===== src/layer_pkg.sv =====
//==========================================================
// layer types and channel counts seen by the preheat decoder
// channel counts are real counts, zero means no channel
//==========================================================

package layer_pkg;

    //==========================================================
    // layer type, encoding follows the layer descriptor
    //==========================================================
    typedef enum logic [1:0] {
        POINTWISE = 2'd0,   // 1x1 conv
        DEPTHWISE = 2'd1,   // one 3x3 filter per channel
        STANDARD  = 2'd2,   // full 3x3 conv
        LINEAR    = 2'd3    // fully connected
    } layer_type_e;

    // real input or output channel count of the layer
    typedef logic [7:0] ch_cnt_t;

    // kernel rows that feed one input channel in 3x3 layers
    localparam int KERNEL_ROWS = 3;

endpackage : layer_pkg


===== src/fifo_pkg.sv =====
//==========================================================
// types shared by the FIFO facing preheat blocks
// pop counts assume at most 32 FIFOs per side
//==========================================================

package fifo_pkg;

    // pops one FIFO needs, worst case is 33 with 32 FIFOs
    typedef logic [5:0] pop_cnt_t;

    // pops over all FIFOs of one side in one preheat
    typedef logic [15:0] pop_total_t;

endpackage : fifo_pkg


===== src/preheat_if.sv =====
//==========================================================
// pop plan from decoder to engine, progress from engine
// plan masks and counts are only meaningful while load is high
//==========================================================
`timescale 1ns/1ps

interface preheat_plan_if #(
    parameter int NUM_IFMAP_FIFO = 32,
    parameter int NUM_IPSUM_FIFO = 32
);
    import fifo_pkg::*;

    logic                                 load;        // one cycle strobe
    logic     [NUM_IFMAP_FIFO-1:0]        ifmap_mask;
    pop_cnt_t [NUM_IFMAP_FIFO-1:0]        ifmap_cnt;
    logic     [NUM_IPSUM_FIFO-1:0]        ipsum_mask;
    pop_cnt_t [NUM_IPSUM_FIFO-1:0]        ipsum_cnt;

    modport decode (output load, ifmap_mask, ifmap_cnt, ipsum_mask, ipsum_cnt);
    modport engine (input  load, ifmap_mask, ifmap_cnt, ipsum_mask, ipsum_cnt);

endinterface : preheat_plan_if

interface fifo_prog_if #(
    parameter int NUM_IFMAP_FIFO = 32,
    parameter int NUM_IPSUM_FIFO = 32
);

    logic [NUM_IFMAP_FIFO-1:0] ifmap_pop;    // pop strobes
    logic [NUM_IPSUM_FIFO-1:0] ipsum_pop;
    logic [NUM_IFMAP_FIFO-1:0] ifmap_done;   // counter at zero
    logic [NUM_IPSUM_FIFO-1:0] ipsum_done;

    modport engine (output ifmap_pop, ipsum_pop, ifmap_done, ipsum_done);
    modport ctrl   (input  ifmap_done, ipsum_done);
    modport status (input  ifmap_pop, ipsum_pop);

endinterface : fifo_prog_if


===== src/layer_decode.sv =====
//==========================================================
// registered pop plan decoder, load follows set phase by one cycle
// enabled FIFOs are capped at the FIFO count of each side
//==========================================================
`timescale 1ns/1ps

module layer_decode #(
    parameter int NUM_IFMAP_FIFO = 32,
    parameter int NUM_IPSUM_FIFO = 32
) (
    input  logic                  clk,
    input  logic                  rst_n,
    input  logic                  set_phase_i,
    input  layer_pkg::layer_type_e layer_type_i,
    input  layer_pkg::ch_cnt_t    ic_real_i,
    input  layer_pkg::ch_cnt_t    oc_real_i,
    preheat_plan_if.decode        plan
);
    import layer_pkg::*;
    import fifo_pkg::*;

    logic [9:0]                        ic_span;      // ifmap FIFOs the layer wants
    logic     [NUM_IFMAP_FIFO-1:0]     ifmap_mask_d;
    pop_cnt_t [NUM_IFMAP_FIFO-1:0]     ifmap_cnt_d;
    logic     [NUM_IPSUM_FIFO-1:0]     ipsum_mask_d;
    pop_cnt_t [NUM_IPSUM_FIFO-1:0]     ipsum_cnt_d;

    //==========================================================
    // ifmap side, 3x3 layers spread each channel over 3 rows
    //==========================================================
    always_comb begin
        if (layer_type_i == DEPTHWISE || layer_type_i == STANDARD)
            ic_span = 10'(ic_real_i) * 10'(KERNEL_ROWS);
        else
            ic_span = 10'(ic_real_i);

        ifmap_mask_d = '0;
        ifmap_cnt_d  = '0;
        for (int j = 0; j < NUM_IFMAP_FIFO; j++) begin
            if (j < int'(ic_span)) begin
                ifmap_mask_d[j] = 1'b1;
                case (layer_type_i)
                    DEPTHWISE: ifmap_cnt_d[j] = pop_cnt_t'((j / KERNEL_ROWS + 1) * KERNEL_ROWS);
                    STANDARD:  ifmap_cnt_d[j] = pop_cnt_t'(KERNEL_ROWS);
                    default:   ifmap_cnt_d[j] = pop_cnt_t'(1);  // pointwise, linear
                endcase
            end
        end
    end

    // ipsum side, one pop per output channel for every layer type
    always_comb begin
        ipsum_mask_d = '0;
        ipsum_cnt_d  = '0;
        for (int k = 0; k < NUM_IPSUM_FIFO; k++) begin
            if (k < int'(oc_real_i)) begin
                ipsum_mask_d[k] = 1'b1;
                ipsum_cnt_d[k]  = pop_cnt_t'(1);
            end
        end
    end

    //==========================================================
    // plan register, empty outside the load cycle
    //==========================================================
    always_ff @(posedge clk or negedge rst_n) begin
        if (!rst_n) begin
            plan.load       <= 1'b0;
            plan.ifmap_mask <= '0;
            plan.ifmap_cnt  <= '0;
            plan.ipsum_mask <= '0;
            plan.ipsum_cnt  <= '0;
        end else begin
            plan.load       <= set_phase_i;
            plan.ifmap_mask <= set_phase_i ? ifmap_mask_d : '0;
            plan.ifmap_cnt  <= set_phase_i ? ifmap_cnt_d  : '0;
            plan.ipsum_mask <= set_phase_i ? ipsum_mask_d : '0;
            plan.ipsum_cnt  <= set_phase_i ? ipsum_cnt_d  : '0;
        end
    end

    // the engine trusts the counts, so a masked FIFO must carry zero
    for (genvar g = 0; g < NUM_IFMAP_FIFO; g++) begin : g_ifmap_chk
        a_ifmap_cnt_masked: assert property (@(posedge clk) disable iff (!rst_n)
            !plan.ifmap_mask[g] |-> plan.ifmap_cnt[g] == '0)
            else $error("ifmap count without mask bit");
    end
    for (genvar g = 0; g < NUM_IPSUM_FIFO; g++) begin : g_ipsum_chk
        a_ipsum_cnt_masked: assert property (@(posedge clk) disable iff (!rst_n)
            !plan.ipsum_mask[g] |-> plan.ipsum_cnt[g] == '0)
            else $error("ipsum count without mask bit");
    end

endmodule : layer_decode


===== src/preheat_ctrl.sv =====
//==========================================================
// preheat FSM, idle -> set -> wait -> done -> idle
// start is only looked at in idle
//==========================================================
`timescale 1ns/1ps

module preheat_ctrl (
    input  logic        clk,
    input  logic        rst_n,
    input  logic        start_preheat_i,
    fifo_prog_if.ctrl   prog,
    output logic        set_phase_o,
    output logic        busy_o,
    output logic        opsum_push_one_o,
    output logic        preheat_done_o
);

    typedef enum logic [1:0] {
        ST_IDLE,
        ST_SET,      // decoder builds the plan
        ST_WAIT,     // engine pops until all counters drain
        ST_DONE
    } state_e;

    state_e state_q, state_d;
    logic   all_done;

    assign all_done = (&prog.ifmap_done) && (&prog.ipsum_done);

    //==========================================================
    // state register and next state
    //==========================================================
    always_ff @(posedge clk or negedge rst_n) begin
        if (!rst_n)
            state_q <= ST_IDLE;
        else
            state_q <= state_d;
    end

    always_comb begin
        state_d = state_q;
        case (state_q)
            ST_IDLE: if (start_preheat_i) state_d = ST_SET;
            ST_SET:  state_d = ST_WAIT;                      // exactly one cycle
            ST_WAIT: if (all_done) state_d = ST_DONE;
            ST_DONE: state_d = ST_IDLE;
            default: state_d = ST_IDLE;
        endcase
    end

    // outputs decoded from state
    assign set_phase_o      = (state_q == ST_SET);
    assign busy_o           = (state_q != ST_IDLE);
    assign preheat_done_o   = (state_q == ST_DONE);
    assign opsum_push_one_o = (state_q == ST_DONE);  // one opsum push after preheat

    // every start must give one isolated done pulse
    a_done_single: assert property (@(posedge clk) disable iff (!rst_n)
        preheat_done_o |=> !preheat_done_o)
        else $error("preheat done pulse longer than one cycle");

endmodule : preheat_ctrl


===== src/fifo_pop_engine.sv =====
//==========================================================
// one down-counter per FIFO, a pop costs one count
// the load cycle already pops from the fresh plan
//==========================================================
`timescale 1ns/1ps

module fifo_pop_engine #(
    parameter int NUM_IFMAP_FIFO = 32,
    parameter int NUM_IPSUM_FIFO = 32
) (
    input  logic                      clk,
    input  logic                      rst_n,
    input  logic [NUM_IFMAP_FIFO-1:0] ifmap_ready_i,
    input  logic [NUM_IPSUM_FIFO-1:0] ipsum_ready_i,
    preheat_plan_if.engine            plan,
    fifo_prog_if.engine               prog
);
    import fifo_pkg::*;

    pop_cnt_t [NUM_IFMAP_FIFO-1:0] ifmap_cnt_q;
    pop_cnt_t [NUM_IFMAP_FIFO-1:0] ifmap_cur;     // count seen this cycle
    pop_cnt_t [NUM_IFMAP_FIFO-1:0] ifmap_cnt_d;
    pop_cnt_t [NUM_IPSUM_FIFO-1:0] ipsum_cnt_q;
    pop_cnt_t [NUM_IPSUM_FIFO-1:0] ipsum_cur;
    pop_cnt_t [NUM_IPSUM_FIFO-1:0] ipsum_cnt_d;
    logic     [NUM_IFMAP_FIFO-1:0] ifmap_pop;
    logic     [NUM_IFMAP_FIFO-1:0] ifmap_done;
    logic     [NUM_IPSUM_FIFO-1:0] ipsum_pop;
    logic     [NUM_IPSUM_FIFO-1:0] ipsum_done;

    // plan count on load, otherwise what is left in the counter
    function automatic pop_cnt_t cur_cnt(input logic     load,
                                         input logic     en,
                                         input pop_cnt_t plan_cnt,
                                         input pop_cnt_t held);
        if (load)
            return en ? plan_cnt : '0;
        return held;
    endfunction

    //==========================================================
    // pop decision, ready low simply holds the count
    //==========================================================
    always_comb begin
        for (int i = 0; i < NUM_IFMAP_FIFO; i++) begin
            ifmap_cur[i]   = cur_cnt(plan.load, plan.ifmap_mask[i], plan.ifmap_cnt[i],
                                     ifmap_cnt_q[i]);
            ifmap_done[i]  = (ifmap_cur[i] == '0);
            ifmap_pop[i]   = !ifmap_done[i] && ifmap_ready_i[i];
            ifmap_cnt_d[i] = ifmap_cur[i] - pop_cnt_t'(ifmap_pop[i]);
        end
        for (int i = 0; i < NUM_IPSUM_FIFO; i++) begin
            ipsum_cur[i]   = cur_cnt(plan.load, plan.ipsum_mask[i], plan.ipsum_cnt[i],
                                     ipsum_cnt_q[i]);
            ipsum_done[i]  = (ipsum_cur[i] == '0);
            ipsum_pop[i]   = !ipsum_done[i] && ipsum_ready_i[i];
            ipsum_cnt_d[i] = ipsum_cur[i] - pop_cnt_t'(ipsum_pop[i]);
        end
    end

    always_ff @(posedge clk or negedge rst_n) begin
        if (!rst_n) begin
            ifmap_cnt_q <= '0;
            ipsum_cnt_q <= '0;
        end else begin
            ifmap_cnt_q <= ifmap_cnt_d;
            ipsum_cnt_q <= ipsum_cnt_d;
        end
    end

    assign prog.ifmap_pop  = ifmap_pop;
    assign prog.ipsum_pop  = ipsum_pop;
    assign prog.ifmap_done = ifmap_done;
    assign prog.ipsum_done = ipsum_done;

    //==========================================================
    // checks on the counters behind the strobes
    //==========================================================
    for (genvar g = 0; g < NUM_IFMAP_FIFO; g++) begin : g_ifmap_chk
        // a FIFO that is not ready keeps its count, so it was not popped
        a_ifmap_stall_holds: assert property (@(posedge clk) disable iff (!rst_n)
            !plan.load && !ifmap_ready_i[g] |=> ifmap_cnt_q[g] == $past(ifmap_cnt_q[g]))
            else $error("ifmap counter moved while its FIFO was not ready");
        a_ifmap_drained_quiet: assert property (@(posedge clk) disable iff (!rst_n)
            !plan.load && ifmap_cnt_q[g] == '0 |-> !prog.ifmap_pop[g])
            else $error("ifmap pop issued from a drained counter");
    end
    for (genvar g = 0; g < NUM_IPSUM_FIFO; g++) begin : g_ipsum_chk
        a_ipsum_stall_holds: assert property (@(posedge clk) disable iff (!rst_n)
            !plan.load && !ipsum_ready_i[g] |=> ipsum_cnt_q[g] == $past(ipsum_cnt_q[g]))
            else $error("ipsum counter moved while its FIFO was not ready");
        a_ipsum_drained_quiet: assert property (@(posedge clk) disable iff (!rst_n)
            !plan.load && ipsum_cnt_q[g] == '0 |-> !prog.ipsum_pop[g])
            else $error("ipsum pop issued from a drained counter");
    end

endmodule : fifo_pop_engine


===== src/preheat_status.sv =====
//==========================================================
// running pop totals of one preheat, cleared in the set cycle
// totals hold after done until the next start
//==========================================================
`timescale 1ns/1ps

module preheat_status #(
    parameter int NUM_IFMAP_FIFO = 32,
    parameter int NUM_IPSUM_FIFO = 32
) (
    input  logic                   clk,
    input  logic                   rst_n,
    input  logic                   set_phase_i,
    fifo_prog_if.status            prog,
    output fifo_pkg::pop_total_t   ifmap_pop_total_o,
    output fifo_pkg::pop_total_t   ipsum_pop_total_o
);
    import fifo_pkg::*;

    pop_total_t ifmap_inc;   // pops this cycle
    pop_total_t ipsum_inc;

    // population count of each pop vector
    always_comb begin
        ifmap_inc = '0;
        ipsum_inc = '0;
        for (int i = 0; i < NUM_IFMAP_FIFO; i++)
            ifmap_inc = ifmap_inc + pop_total_t'(prog.ifmap_pop[i]);
        for (int i = 0; i < NUM_IPSUM_FIFO; i++)
            ipsum_inc = ipsum_inc + pop_total_t'(prog.ipsum_pop[i]);
    end

    always_ff @(posedge clk or negedge rst_n) begin
        if (!rst_n) begin
            ifmap_pop_total_o <= '0;
            ipsum_pop_total_o <= '0;
        end else if (set_phase_i) begin
            ifmap_pop_total_o <= '0;   // new preheat
            ipsum_pop_total_o <= '0;
        end else begin
            ifmap_pop_total_o <= ifmap_pop_total_o + ifmap_inc;
            ipsum_pop_total_o <= ipsum_pop_total_o + ipsum_inc;
        end
    end

endmodule : preheat_status


===== src/preheat_top.sv =====
//==========================================================
// preheat subsystem top, FIFO readiness in as levels, pops out as strobes
// layer inputs must hold from start until the cycle after start
//==========================================================
`timescale 1ns/1ps

module preheat_top #(
    parameter int NUM_IFMAP_FIFO = 32,   // 1 to 32
    parameter int NUM_IPSUM_FIFO = 32    // 1 to 32
) (
    input  logic                      clk,
    input  logic                      rst_n,
    input  logic                      start_preheat_i,
    input  logic [1:0]                layer_type_i,
    input  logic [7:0]                ic_real_i,
    input  logic [7:0]                oc_real_i,
    input  logic [NUM_IFMAP_FIFO-1:0] ifmap_ready_i,
    input  logic [NUM_IPSUM_FIFO-1:0] ipsum_ready_i,
    output logic [NUM_IFMAP_FIFO-1:0] ifmap_pop_o,
    output logic [NUM_IPSUM_FIFO-1:0] ipsum_pop_o,
    output logic [15:0]               ifmap_pop_total_o,
    output logic [15:0]               ipsum_pop_total_o,
    output logic                      busy_o,
    output logic                      opsum_push_one_o,
    output logic                      preheat_done_o
);
    import layer_pkg::*;

    logic set_phase;   // ctrl in set state

    preheat_plan_if #(
        .NUM_IFMAP_FIFO(NUM_IFMAP_FIFO),
        .NUM_IPSUM_FIFO(NUM_IPSUM_FIFO)
    ) plan_if ();

    fifo_prog_if #(
        .NUM_IFMAP_FIFO(NUM_IFMAP_FIFO),
        .NUM_IPSUM_FIFO(NUM_IPSUM_FIFO)
    ) prog_if ();

    //==========================================================
    // decode, execute, result
    //==========================================================
    layer_decode #(
        .NUM_IFMAP_FIFO(NUM_IFMAP_FIFO),
        .NUM_IPSUM_FIFO(NUM_IPSUM_FIFO)
    ) u_decode (
        .clk          (clk),
        .rst_n        (rst_n),
        .set_phase_i  (set_phase),
        .layer_type_i (layer_type_e'(layer_type_i)),
        .ic_real_i    (ic_real_i),
        .oc_real_i    (oc_real_i),
        .plan         (plan_if)
    );

    fifo_pop_engine #(
        .NUM_IFMAP_FIFO(NUM_IFMAP_FIFO),
        .NUM_IPSUM_FIFO(NUM_IPSUM_FIFO)
    ) u_engine (
        .clk           (clk),
        .rst_n         (rst_n),
        .ifmap_ready_i (ifmap_ready_i),
        .ipsum_ready_i (ipsum_ready_i),
        .plan          (plan_if),
        .prog          (prog_if)
    );

    preheat_ctrl u_ctrl (
        .clk              (clk),
        .rst_n            (rst_n),
        .start_preheat_i  (start_preheat_i),
        .prog             (prog_if),
        .set_phase_o      (set_phase),
        .busy_o           (busy_o),
        .opsum_push_one_o (opsum_push_one_o),
        .preheat_done_o   (preheat_done_o)
    );

    preheat_status #(
        .NUM_IFMAP_FIFO(NUM_IFMAP_FIFO),
        .NUM_IPSUM_FIFO(NUM_IPSUM_FIFO)
    ) u_status (
        .clk               (clk),
        .rst_n             (rst_n),
        .set_phase_i       (set_phase),
        .prog              (prog_if),
        .ifmap_pop_total_o (ifmap_pop_total_o),
        .ipsum_pop_total_o (ipsum_pop_total_o)
    );

    assign ifmap_pop_o = prog_if.ifmap_pop;   // pop strobes to the FIFOs
    assign ipsum_pop_o = prog_if.ipsum_pop;

endmodule : preheat_top


===== config.mk =====
export PLATFORM = sky130hd
export DESIGN_NAME = preheat_top
export DESIGN_NICKNAME = d
export VERILOG_FILES = /design/src/layer_pkg.sv /design/src/fifo_pkg.sv /design/src/preheat_if.sv /design/src/layer_decode.sv /design/src/preheat_ctrl.sv /design/src/fifo_pop_engine.sv /design/src/preheat_status.sv /design/src/preheat_top.sv
export SDC_FILE = /design/constraint.sdc
export NUM_CORES = 1
export LEC_CHECK = 0
export ABC_AREA = 0
export BUFFER_PORTS_ARGS = -buffer_cell sky130_fd_sc_hd__buf_2
export CAP_MARGIN = 20
export CORE_MARGIN = 2
export CORE_UTILIZATION = 45
export CTS_CLUSTER_SIZE = 12
export DETAILED_ROUTE_END_ITERATION = 16
export PLACE_DENSITY = 0.71
export SLEW_MARGIN = 40
export SYNTH_ARGS = -nofsm -noshare
export SYNTH_HDL_FRONTEND = slang
export SYNTH_SLANG_ARGS = --single-unit
export TNS_END_PERCENT = 5

===== constraint.sdc =====
create_clock -name clk -period 9.3 [get_ports clk]
set_input_delay 0.465 -clock clk [delete_from_list [all_inputs] [get_ports clk]]
set_output_delay 0.465 -clock clk [all_outputs]
set_load 0.005 [all_outputs]

# Yosys cells after proc, flatten, opt, wreduce, memory -nomap -nowiden
# Index checks and enable logic that the tools add are counted.
# word_totals
mem_bits_rw	0
word_cells	876
regBits	867
out_inout_bits	99
romBits	0
input_bits	85
n_memories	0
latch_bits	0
# classes
mux	342
eq_ne	7
magnitude_cmp	64
multipliers	1
addsub	128
n_shift	0
reduce_logical	200
div_mod_pow	0
bitwise_logic	0
# op_table
operator	n
2-to-1 mux 6 bit	224
adder 16 x 1 -> 16 bit	60
zero test 6 bit	64
subtractor 6 x 1 -> 6 bit	64
2-to-1 mux 192 bit	1
2-to-1 mux 187 bit	1
less-than comparator 5 x 10 -> 1 bit (first input constant)	16
less-than comparator 5 x 8 -> 1 bit (first input constant)	16
2-to-1 mux 1 bit	97
less-than comparator 4 x 10 -> 1 bit (first input constant)	8
logical AND 1 bit	65
zero test 1 bit	64
less-than comparator 4 x 8 -> 1 bit (first input constant)	8
2-to-1 mux 32 bit	2
AND reduction 32 bit	2
case mux 5 bit (2 select lines)	5
less-than comparator 3 x 10 -> 1 bit (first input constant)	4
adder 16 bit	2
less-than comparator 3 x 8 -> 1 bit (first input constant)	4
2-to-1 mux 16 bit	2
case mux 4 bit (2 select lines)	3
less-than comparator 1 x 10 -> 1 bit (first input constant)	2
less-than comparator 2 x 10 -> 1 bit (first input constant)	2
less-than comparator 1 x 8 -> 1 bit (first input constant)	2
17 further kinds	24

# Longest topological paths before layout
# Gate-level depths: netlist (run 1).
# logic_depth
word_depth	39
ltp_mapped	29
depth_no_buf	23

# By module
# From an unflattened synthesis (run 1), not the netlist that was laid out.
# hier_totals
hier_cells	3685
hier_area_um2	35582.9
# by_module_without_submodules
module	area_each_um2	seq_area_each_um2	cells_each	instances
fifo_pop_engine	23747.8	9609.2	2480	1
layer_decode	7636.1	3528.4	768	1
preheat_status	3902.5	800.8	401	1
preheat_ctrl	296.5	50.0	36	1

# Worst setup path before layout (run 1)
# OpenSTA, ideal clock, no wires.
# synth_path
path_kind	register to register
start	register u_decode.plan.load
end	register u_status.ipsum_pop_total_o[10]
stages_incl_launch_ff	28
required_time_ns	9.168
setup_time_ns	0.132
period_less_slack_ns	7.759
setup_slack_ns	1.541
n_path_buf	6
arrival_time_ns	7.627
path_cell_list	dfrtp_1 -> buf_2 -> inv_2 -> clkbuf_1 -> buf_2 -> buf_2 -> clkbuf_1 -> clkbuf_1 -> nand2_1 -> a21boi_0 -> ha_1 -> inv_1 -> fa_1 -> fa_1 -> fa_1 -> fa_1 -> fa_1 -> fa_1 -> inv_1 -> ha_1 -> fa_1 -> a21o_1 -> a21oi_1 -> o21bai_1 -> a2111oi_0 -> nor3_1 -> xnor2_1 -> nor2_1
# synth_between
elab_chain_len	38
word_cells_on_any_way	162
cone_classes	add/sub: 32; mux: 34; reduce/logical: 96
# synth_lines
item	line_no	rtl
from (decl)	preheat_if.sv:19	modport decode (output load, ifmap_mask, ifmap_cnt, ipsum_mask, ipsum_cnt);
from (signal assigned)	layer_decode.sv:74	plan.load <= set_phase_i;
2-to-1 mux 1 bit	fifo_pop_engine.sv:36	if (load)
2-to-1 mux 6 bit	fifo_pop_engine.sv:38	return held;
zero test 6 bit	fifo_pop_engine.sv:55	ipsum_done[i] = (ipsum_cur[i] == '0);
zero test 1 bit	fifo_pop_engine.sv:56	ipsum_pop[i] = !ipsum_done[i] && ipsum_ready_i[i];
logical AND 1 bit	fifo_pop_engine.sv:56	
net ipsum_pop_o[1]	preheat_top.sv:20	output logic [NUM_IPSUM_FIFO-1:0] ipsum_pop_o,
adder 1 x 1 -> 2 bit	preheat_status.sv:30	ipsum_inc = ipsum_inc + pop_total_t'(prog.ipsum_pop[i]);
adder 16 x 1 -> 16 bit (30 in series)	preheat_status.sv:30	
adder 16 bit	preheat_status.sv:42	ipsum_pop_total_o <= ipsum_pop_total_o + ipsum_inc;
2-to-1 mux 16 bit	preheat_status.sv:37	end else if (set_phase_i) begin
to (signal assigned)	preheat_status.sv:42	
to (decl)	preheat_status.sv:16	output fifo_pkg::pop_total_t ipsum_pop_total_o
# The timed path passes the listed nets, and every way through them passes these cells.
# A chain may end at the register's enable or synchronous reset.

# Final worst setup path (run 1)
# layout_path
start	register u_decode.plan.load
end	register u_status.ifmap_pop_total_o[9]
# layout_between
elab_chain_len	38
word_cells_on_any_way	162
cone_classes	add/sub: 32; mux: 34; reduce/logical: 96
# layout_lines
item	line_no	rtl
2-to-1 mux 1 bit (*)	fifo_pop_engine.sv:36	
2-to-1 mux 6 bit	fifo_pop_engine.sv:38	
zero test 6 bit	fifo_pop_engine.sv:48	ifmap_done[i] = (ifmap_cur[i] == '0);
zero test 1 bit	fifo_pop_engine.sv:49	ifmap_pop[i] = !ifmap_done[i] && ifmap_ready_i[i];
logical AND 1 bit	fifo_pop_engine.sv:49	
adder 1 x 1 -> 2 bit	preheat_status.sv:28	ifmap_inc = ifmap_inc + pop_total_t'(prog.ifmap_pop[i]);
adder 16 x 1 -> 16 bit (29 in series)	preheat_status.sv:28	
adder 16 x 1 -> 16 bit (*)	preheat_status.sv:28	
adder 16 bit (*)	preheat_status.sv:41	ifmap_pop_total_o <= ifmap_pop_total_o + ifmap_inc;
2-to-1 mux 16 bit (*)	preheat_status.sv:37	
to (signal assigned)	preheat_status.sv:41	
to (decl)	preheat_status.sv:15	output fifo_pkg::pop_total_t ifmap_pop_total_o,
# Mark *: on every way between the ends. The rest lies on a longest branch, timed or not.

==> results of run 1 <==
## routing by layer
layer,vias up,track usage
met5,-,0
met4,0,0.07797
met3,133,0.03771
met2,622,0.3574
met1,11380,0.3263
li1,11140,-
## repair_timing
action,4_1_cts,5_1_grt
hold buffers,1,0
endpoints found under the hold margin,71,0
buffers inserted,0,0
## kinds of logic after synthesis
logic type                 synth area share
DFF                                  0.4677
muxes                               0.02200
adders and majority gates            0.1149
buffers and inverters               0.04974
xor gates and xnor gates            0.04422
and+or+nand+nor                      0.1530
AOI/OAI and AO/OA                    0.1485
## cells in the mapped netlist (8+ instances only)
library cell                  n  area, um^2
sky130_fd_sc_hd__nor2b_1     23       143.9
sky130_fd_sc_hd__a21oi_1    387        1937
sky130_fd_sc_hd__xnor2_1    112       980.9
sky130_fd_sc_hd__xor2_1      39       341.6
sky130_fd_sc_hd__nand4_1     11       68.82
sky130_fd_sc_hd__fa_1        51        1021
sky130_fd_sc_hd__a21boi_0    19       142.6
sky130_fd_sc_hd__a32o_1      12       120.1
sky130_fd_sc_hd__or3_1       18       112.6
sky130_fd_sc_hd__buf_2       28       140.1
sky130_fd_sc_hd__buf_1       10       37.54
sky130_fd_sc_hd__o211ai_1    27       202.7
sky130_fd_sc_hd__ha_1       193        2415
sky130_fd_sc_hd__mux2i_1     59       590.6
sky130_fd_sc_hd__nor4_1      38       237.7
sky130_fd_sc_hd__nand3_1    135       675.7
sky130_fd_sc_hd__or4_1       23       172.7
sky130_fd_sc_hd__o32ai_1     12       105.1
sky130_fd_sc_hd__a31oi_1     15       93.84
sky130_fd_sc_hd__nor2_1     242       908.4
sky130_fd_sc_hd__and2_1      16       100.1
sky130_fd_sc_hd__o311ai_0     8       70.07
sky130_fd_sc_hd__o31ai_1     12       90.09
sky130_fd_sc_hd__a21o_1      11       82.58
sky130_fd_sc_hd__clkbuf_1    81       304.0
sky130_fd_sc_hd__nand2_1    257       964.7
sky130_fd_sc_hd__inv_1      265       994.7
sky130_fd_sc_hd__dfrtp_1    559       13990
sky130_fd_sc_hd__o22ai_1     10       62.56
sky130_fd_sc_hd__a2bb2oi_1   10       87.58
sky130_fd_sc_hd__a22oi_1      8       60.06
sky130_fd_sc_hd__o21ai_0    186       930.9
sky130_fd_sc_hd__nand2b_1    43       269.0
sky130_fd_sc_hd__and3_1      55       344.1
sky130_fd_sc_hd__nor3_1      63       315.3
## registers in the layout (all words and copies together) (netlist names)
name and cells:
u_decode.plan.load 1, u_decode.plan.ifmap_cnt 77, u_status.ipsum_pop_total_o 16, u_ctrl.state_q 2, u_status.ifmap_pop_total_o 16, u_decode.plan.ifmap_mask 31
u_engine.ipsum_cnt_q 192, u_engine.ifmap_cnt_q 192, u_decode.plan.ipsum_mask 31, u_decode.plan.ipsum_cnt 1
## through the flow
stage | cells | worst slack, ns | hold slack, ns
3_3_place_gp | 4073 | 1.660 | 0.4687
4_1_cts | 4179 | 1.764 | 0.1626
2_1_floorplan | 3124 | 1.541 | 0.1694
6_report | 4179 | 1.782 | 0.2007
3_5_place_dp | 4074 | 1.781 | 0.4673
5_1_grt | 4179 | 1.408 | 0.2022
## worst paths after layout
check | from | to
min | oc_real_i[0] | u_decode.plan.ipsum_mask[20]
min reg2reg | u_engine.ifmap_cnt_q[190] | u_engine.ifmap_cnt_q[190]
max in group asynchronous | rst_n | u_decode.plan.load
max | u_decode.plan.load | u_status.ifmap_pop_total_o[9]
max reg2reg | u_decode.plan.load | u_status.ifmap_pop_total_o[9]
min in group asynchronous | rst_n | u_status.ipsum_pop_total_o[12]
## worst max-delay path, cell delays in order, from the launching register on
cell	delay (ns)
sky130_fd_sc_hd__dfrtp_4	0.63
sky130_fd_sc_hd__buf_12	0.59
sky130_fd_sc_hd__nor4_1	0.16
sky130_fd_sc_hd__a22oi_1	0.51
sky130_fd_sc_hd__and2_1	0.27
sky130_fd_sc_hd__inv_1	0.07
sky130_fd_sc_hd__fa_1	0.51
sky130_fd_sc_hd__fa_1	0.38
sky130_fd_sc_hd__inv_1	0.08
sky130_fd_sc_hd__fa_1	0.42
sky130_fd_sc_hd__fa_1	0.47
sky130_fd_sc_hd__fa_1	0.56
sky130_fd_sc_hd__inv_1	0.09
sky130_fd_sc_hd__fa_1	0.54
sky130_fd_sc_hd__inv_1	0.07
sky130_fd_sc_hd__ha_1	0.29
sky130_fd_sc_hd__a21o_1	0.15
sky130_fd_sc_hd__a21o_1	0.20
sky130_fd_sc_hd__a21oi_1	0.23
sky130_fd_sc_hd__o21ai_0	0.16
sky130_fd_sc_hd__a31oi_1	0.45
sky130_fd_sc_hd__nand2b_1	0.18
sky130_fd_sc_hd__mux2_2	0.33
## placed cells by master (no fill, tap or decap), types with 19 or more instances in the layout
cell type,Yosys,routed
sky130_fd_sc_hd__nand2_1,257,256
sky130_fd_sc_hd__and3_1,55,55
sky130_fd_sc_hd__inv_1,265,265
sky130_fd_sc_hd__xor2_1,39,39
sky130_fd_sc_hd__buf_2,28,182
sky130_fd_sc_hd__or4_1,23,23
sky130_fd_sc_hd__nor3_1,63,63
sky130_fd_sc_hd__nor2b_1,23,23
sky130_fd_sc_hd__mux2i_1,59,59
sky130_fd_sc_hd__nor2_1,242,242
sky130_fd_sc_hd__nand3_1,135,135
sky130_fd_sc_hd__nor4_1,38,36
sky130_fd_sc_hd__xnor2_1,112,112
sky130_fd_sc_hd__a21oi_1,387,386
sky130_fd_sc_hd__a21boi_0,19,19
sky130_fd_sc_hd__dfrtp_1,559,558
sky130_fd_sc_hd__fa_1,51,51
sky130_fd_sc_hd__clkbuf_16,0,60
sky130_fd_sc_hd__ha_1,193,192
sky130_fd_sc_hd__o211ai_1,27,27
sky130_fd_sc_hd__o21ai_0,186,183
sky130_fd_sc_hd__nand2b_1,43,41
## area by class of cell
type	instances	area [um^2]
Multi-Input combinational cell	2179	14500
Fill cell	5929	32090
Clock inverter	14	137.6
Sequential cell	559	13990
Tap cell	864	1081
Clock buffer	90	1774
Timing Repair Buffer	207	1169
Inverter	266	1006
==> run summary, run 1 <==
### STA
* **clock skew** 0.02427 ns
* **count of final setup violators** 0
* **headroom to the max-slew limit** 0.4477
* **count of pins over their slew limit** 0
* **highest achievable clock rate** 133.0 MHz
* **RSZ-0062 raised after global routing** false
* **count of endpoints failing hold in the final timing report** 0
* **Post-Route Setup TNS** 0 ns
* **slew of the pin with the lowest slew margin** 0.8285 ns
* **min cycle time layout** 7.518 ns
* **final critical-path share of the clock period** 0.8084

### Detailed routing
* **Initial DRC Count** 2050
* **routed wire length on met3** 4.628 mm
* **total wire length after detailed routing** 77.97 mm
* **post-route met1 wirelength** 35.34 mm
* **first-pass iteration count of the detailed router** 7
* **total number of vias** 23270
* **number of vias per cell** 5.569
* **count of antenna-violating nets left after detailed routing** 0
* **DRC errors left** 0
* **wire length on met2** 35.27 mm
* **Top Layer Used** met4
* **Avg WL per Cell** 18.66 um

### Clocking
* **CTS H-Tree Depth** 2
* **number of clock buffers inserted by TritonCTS** 60
* **Clock Path Buffers** 3
* **CTS clock-pin slew for the worst setup and hold paths** 0.06 ns
* **CTS tree** done
* **number of clock sinks** 559
* **Clock Root Buffer** sky130_fd_sc_hd__clkbuf_16
* **cts repair resizes** 0
* **clk_lat worst skew** 0.63 ns

### Critical path
* **startpoint-to-endpoint class of the critical path** register to register
* **Worst R2R Setup Slack** 1.78 ns
* **endpoint arrival time on the critical path** 8.03 ns
* **maximum fanout along the worst path** 196
* **number of cells traversed by the worst register-to-register path** 22
* **data required time of the critical path** 9.81 ns
* **sort of element at the end of the critical path** register
* **CP Launch Type** register

### Flow run
* **Max-cap violations** 0

### Final layout
* **utilization after layout** 0.5119
* **area overhead of the layout relative to synthesis** 12.53%
* **post-layout net count** 3602
* **summed area of non-filler cells in the final layout** 33660 um^2
* **Antenna diodes** 0
* **proportion of layout cells with a drive suffix above 1** 0.1002

### Logic synthesis
* **synthesized netlist net count** 3453
* **Yosys reg bits** 559
* **Post-Synthesis Cells** 3124
* **predominant post-synthesis flop cell** sky130_fd_sc_hd__dfrtp_1
* **synthesized area per cell** 9.574 um^2
* **async set-reset flop share out of synthesis** 1.000
* **Distinct cells, synth** 76
* **portion of the post-synthesis area used by sequential elements** 0.4677
* **Yosys Warn Count** 0
* **post-synth design cell area** 29910 um^2
* **number of flops mapped to enable cells by yosys** 0

### Floorplan
* **number of placement rows** 94
* **die outline area** 68540 um^2
* **die outline width** 261.8 um
* **die height** 261.8 um
* **number of ports placed on the die boundary** 184
* **starting utilization of the core area** 0.4549
* **Core Box Area** 65750 um^2

### Placement
* **estimated wirelength of the detail-placed design** 56.41 mm
* **post-placement cell area** 31730 um^2
* **routability congestion estimate** 0.9058
* **I/O Buffers** 183

### Global routing
* **wire length of the first global-routing pass** 122.8 mm
* **initial antenna violation count** 2
* **leftover overflow at the end of global routing** 0
* **pin count of the biggest net entering global routing** 197
* **number of global-route vias before repair** 22080
* **GR Util All Layers** 0.2295

### Hold path
* **worst min-delay path class** primary input to register
* **number of stages on the worst hold path** 2

### Run status
* **outcome** complete, no violations

Power of run 1 is left out: the tool's default activity adds up to more than one toggle a clock period on the data nets, which glitch-free logic cannot reach.
==> inputs of run 2 (changes only) <==
--- a/config.mk
+++ b/config.mk
@@ -12,7 +12,7 @@
 export CORE_UTILIZATION = 45
 export CTS_CLUSTER_SIZE = 12
 export DETAILED_ROUTE_END_ITERATION = 16
-export PLACE_DENSITY = 0.71
+export PLACE_DENSITY = 0.73
 export SLEW_MARGIN = 40
 export SYNTH_ARGS = -nofsm -noshare
 export SYNTH_HDL_FRONTEND = slang
==> constraint.sdc (replaced) <==
create_clock -name clk -period 6.45 [get_ports clk]
set_input_delay 0.3225 -clock clk [delete_from_list [all_inputs] [get_ports clk]]
set_output_delay 0.3225 -clock clk [all_outputs]
set_load 0.005 [all_outputs]
==> run 2 against run 1 <==
Against the previous run: the flow now finishes with violations (setup timing); sequential share of layout area down 1.7 points; count of clock-buffer cells in the layout is 1 higher; cell count up 3.2%; worst hold slack got worse by 0.16 ns; routed wire length grew 3.5%; die area unchanged; highest routed layer is now met5; core utilization grew 2.2 points; global-route usage is 0.51 points higher.
==> run summary, run 2 (synthesis gave the netlist of run 1 again) <==
### Run status
* **outcome** complete, but fails checks
* **failing checks** setup timing

### Final layout
* **area overhead of the layout relative to synthesis** 17.44%
* **Reg area** 13990 um^2, unchanged
* **commonest non-fill, non-tap cells in the layout** sky130_fd_sc_hd__dfrtp_1 (558), sky130_fd_sc_hd__a21oi_1 (376), sky130_fd_sc_hd__inv_1 (262), sky130_fd_sc_hd__nand2_1 (254), sky130_fd_sc_hd__nor2_1 (240)
* **post-layout net count** 3736, +3.7%
* **proportion of layout cells with a drive suffix above 1** 0.1511, +0.05091
* **largest registers** u_engine.ifmap_cnt_q: 192 flops, u_engine.ipsum_cnt_q: 192 flops, u_decode.plan.ifmap_cnt: 77 flops
* **utilization after layout** 0.5342, +0.02232
* **number of fill cells** 5698, -3.9%
* **summed area of non-filler cells in the final layout** 35120 um^2, +4.4%
* **leading cell type in the layout, fill and taps excluded** sky130_fd_sc_hd__dfrtp_1
* **total area of multi-input combinational cells** 14790 um^2, +2.0%

### Clocking
* **number of clock sinks** 559, unchanged
* **CTS clock-pin slew for the worst setup and hold paths** 0.06 ns, about the same
* **clk_lat worst skew** 0.64 ns, about the same
* **Clock Root Buffer** sky130_fd_sc_hd__clkbuf_16
* **CTS tree** done
* **Clock Path Buffers** 3, unchanged
* **CTS H-Tree Depth** 2, unchanged
* **number of clock buffers inserted by TritonCTS** 58, -3.3%

### Global routing
* **met1 routing resource usage after global routing** 0.3284, +0.002104
* **wire length of the first global-routing pass** 126.2 mm, +2.8%
* **GR Util All Layers** 0.2345, +0.005075
* **most crowded layer after global routing** met2
* **leftover overflow at the end of global routing** 0, unchanged
* **number of global-route vias before repair** 22900, +3.7%
* **pin count of the biggest net entering global routing** 150, -24%
* **routing usage on met2** 0.3709, +0.01349
* **GR met3 Demand/Resource** 0.03954, +0.001833
* **initial antenna violation count** 5, +3

### Critical path
* **kind of cell with the highest combined delay on the critical path** adder cells
* **cell occurring most often along the worst timing path** sky130_fd_sc_hd__fa_1
* **endpoint arrival time on the critical path** 7.11 ns, -0.92 ns
* **longest individual stage delay on the worst path** 0.60 ns, -0.03 ns
* **critical path, cell by cell** buf_12 -> nor4_4 -> buf_4 -> a21oi_2 -> ha_1 -> inv_1 -> fa_2 -> fa_1 -> fa_1 -> fa_1 -> fa_1 -> fa_1 -> inv_1 -> ha_4 -> fa_2 -> a21o_1 -> a21oi_2 -> o21bai_1 -> a2111o_1 -> nand4_1 -> xor2_1 -> nor2_1
* **startpoint-to-endpoint class of the critical path** register to register
* **number of buffer and inverter stages on the critical path** 4, -1
* **Critical Path Slowest Stage Cell** sky130_fd_sc_hd__fa_2
* **maximum fanout along the worst path** 25, -87%
* **CP Launch Type** register
* **sort of element at the end of the critical path** register
* **data required time of the critical path** 6.94 ns, -2.87 ns

### Placement
* **estimated wirelength of the detail-placed design** 58.86 mm, +4.3%
* **I/O Buffers** 183, unchanged
* **post-placement cell area** 32770 um^2, +3.3%
* **pre-CTS setup slack** -0.1001 ns, -1.881 ns
* **routability congestion estimate** 0.8804, -2.8%

### Floorplan
* **starting utilization of the core area** 0.4549, unchanged
* **die outline width** 261.8 um, unchanged
* **die outline area** 68540 um^2, unchanged
* **die height** 261.8 um, unchanged
* **number of placement rows** 94, unchanged
* **Core Box Area** 65750 um^2, unchanged
* **number of ports placed on the die boundary** 184, unchanged

### STA
* **final critical-path share of the clock period** 1.027, +0.2186
* **count of final setup violators** 8, +8
* **slew of the pin with the lowest slew margin** 0.9030 ns, +0.07449 ns
* **headroom to the max-slew limit** 0.3959, -0.05179
* **highest achievable clock rate** 151.0 MHz, +13%
* **worst-case setup margin in the final layout** -0.1736 ns, -1.956 ns
* **clock skew** 0.02782 ns, +0.003552 ns
* **worst hold-check slack** 0.04464 ns, -0.1561 ns
* **count of pins over their slew limit** 0, unchanged
* **RSZ-0062 raised after global routing** true
* **count of endpoints failing hold in the final timing report** 0, unchanged
* **min cycle time layout** 6.624 ns, -0.8940 ns

### Detailed routing
* **DRC errors left** 0, unchanged
* **total number of vias** 24170, +3.9%
* **number of vias per cell** 5.604, +0.62%
* **Avg WL per Cell** 18.71 um, +0.30%
* **Initial DRC Count** 1930, -5.9%
* **total wire length after detailed routing** 80.73 mm, +3.5%
* **count of antenna-violating nets left after detailed routing** 0, unchanged
* **first-pass iteration count of the detailed router** 6, -1

### Hold path
* **worst min-delay path class** primary input to register

### Flow run
* **Max-cap violations** 0, unchanged

==> run 2: cell types whose count changed in the layout (fill, tap and decap cells not counted), sizes merged <==
cell	delta
buf	+135
bufinv	+3
clkbuf	+1
clkinv	-5
clkinvlp	-1
diode	+1
dlygate4sd3	+1
==> run 2: layer usage <==
metal | wire (um) | vias up
met5 | 41 | -
met4 | 2648 | 6
met3 | 5196 | 147
met2 | 37120 | 763
met1 | 35730 | 11850
li1 | - | 11410
==> run 2: area by class of cell <==
cell class	instances	area share
Timing Repair Buffer	343	0.06544
Clock inverter	11	0.006305
Antenna cell	1	0.00007125
Sequential cell	559	0.3984
Clock buffer	91	0.04912
Inverter	266	0.02878
Tap cell	864	0.03078
Multi-Input combinational cell	2179	0.4211
==> run 2: worst reg2reg max path: stages (launching register included) <==
cell	delay, ns
sky130_fd_sc_hd__dfrtp_4	0.50
sky130_fd_sc_hd__buf_12	0.18
sky130_fd_sc_hd__nor4_4	0.29
sky130_fd_sc_hd__buf_4	0.16
sky130_fd_sc_hd__a21oi_2	0.06
sky130_fd_sc_hd__ha_1	0.28
sky130_fd_sc_hd__inv_1	0.05
sky130_fd_sc_hd__fa_2	0.60
sky130_fd_sc_hd__fa_1	0.47
sky130_fd_sc_hd__fa_1	0.48
sky130_fd_sc_hd__fa_1	0.54
sky130_fd_sc_hd__fa_1	0.44
sky130_fd_sc_hd__fa_1	0.52
sky130_fd_sc_hd__inv_1	0.08
sky130_fd_sc_hd__ha_4	0.16
sky130_fd_sc_hd__fa_2	0.36
sky130_fd_sc_hd__a21o_1	0.18
sky130_fd_sc_hd__a21oi_2	0.16
sky130_fd_sc_hd__o21bai_1	0.11
sky130_fd_sc_hd__a2111o_1	0.50
sky130_fd_sc_hd__nand4_1	0.12
sky130_fd_sc_hd__xor2_1	0.16
sky130_fd_sc_hd__nor2_1	0.05
==> run 2: per-stage QoR <==
stage,TNS (ns),cells
after floorplan,-0.0004534,3124
after global placement,-0.1379,4199
after detailed placement,-0.3657,4199
after CTS,-0.1820,4303
after global routing,-3.757,4313
final,-0.7818,4314
==> run 2: final timing paths <==
kind                       slack, ns                       from  depth (start not counted)                             end
setup / recovery               -0.17         u_decode.plan.load                         22  u_status.ifmap_pop_total_o[10]
hold / removal                  0.04               oc_real_i[2]                          3    u_decode.plan.ipsum_mask[27]
setup reg to reg               -0.17         u_decode.plan.load                         22  u_status.ifmap_pop_total_o[10]
hold reg to reg                 0.51  u_engine.ifmap_cnt_q[190]                          2       u_engine.ifmap_cnt_q[190]
max in group asynchronous       4.78                      rst_n                          5        u_engine.ifmap_cnt_q[86]
min in group asynchronous       0.20                      rst_n                          2  u_status.ipsum_pop_total_o[12]
==> run 2: timing repair <==
action	in CTS	in global routing
setup endpoints to repair	12	17
hold endpoints to repair	92	0
pin swaps	6	30
gates cloned	0	0
setup buffers	0	6
gates resized for setup	17	35
hold buffers	2	0
Power of run 2 is left out for the same reason.
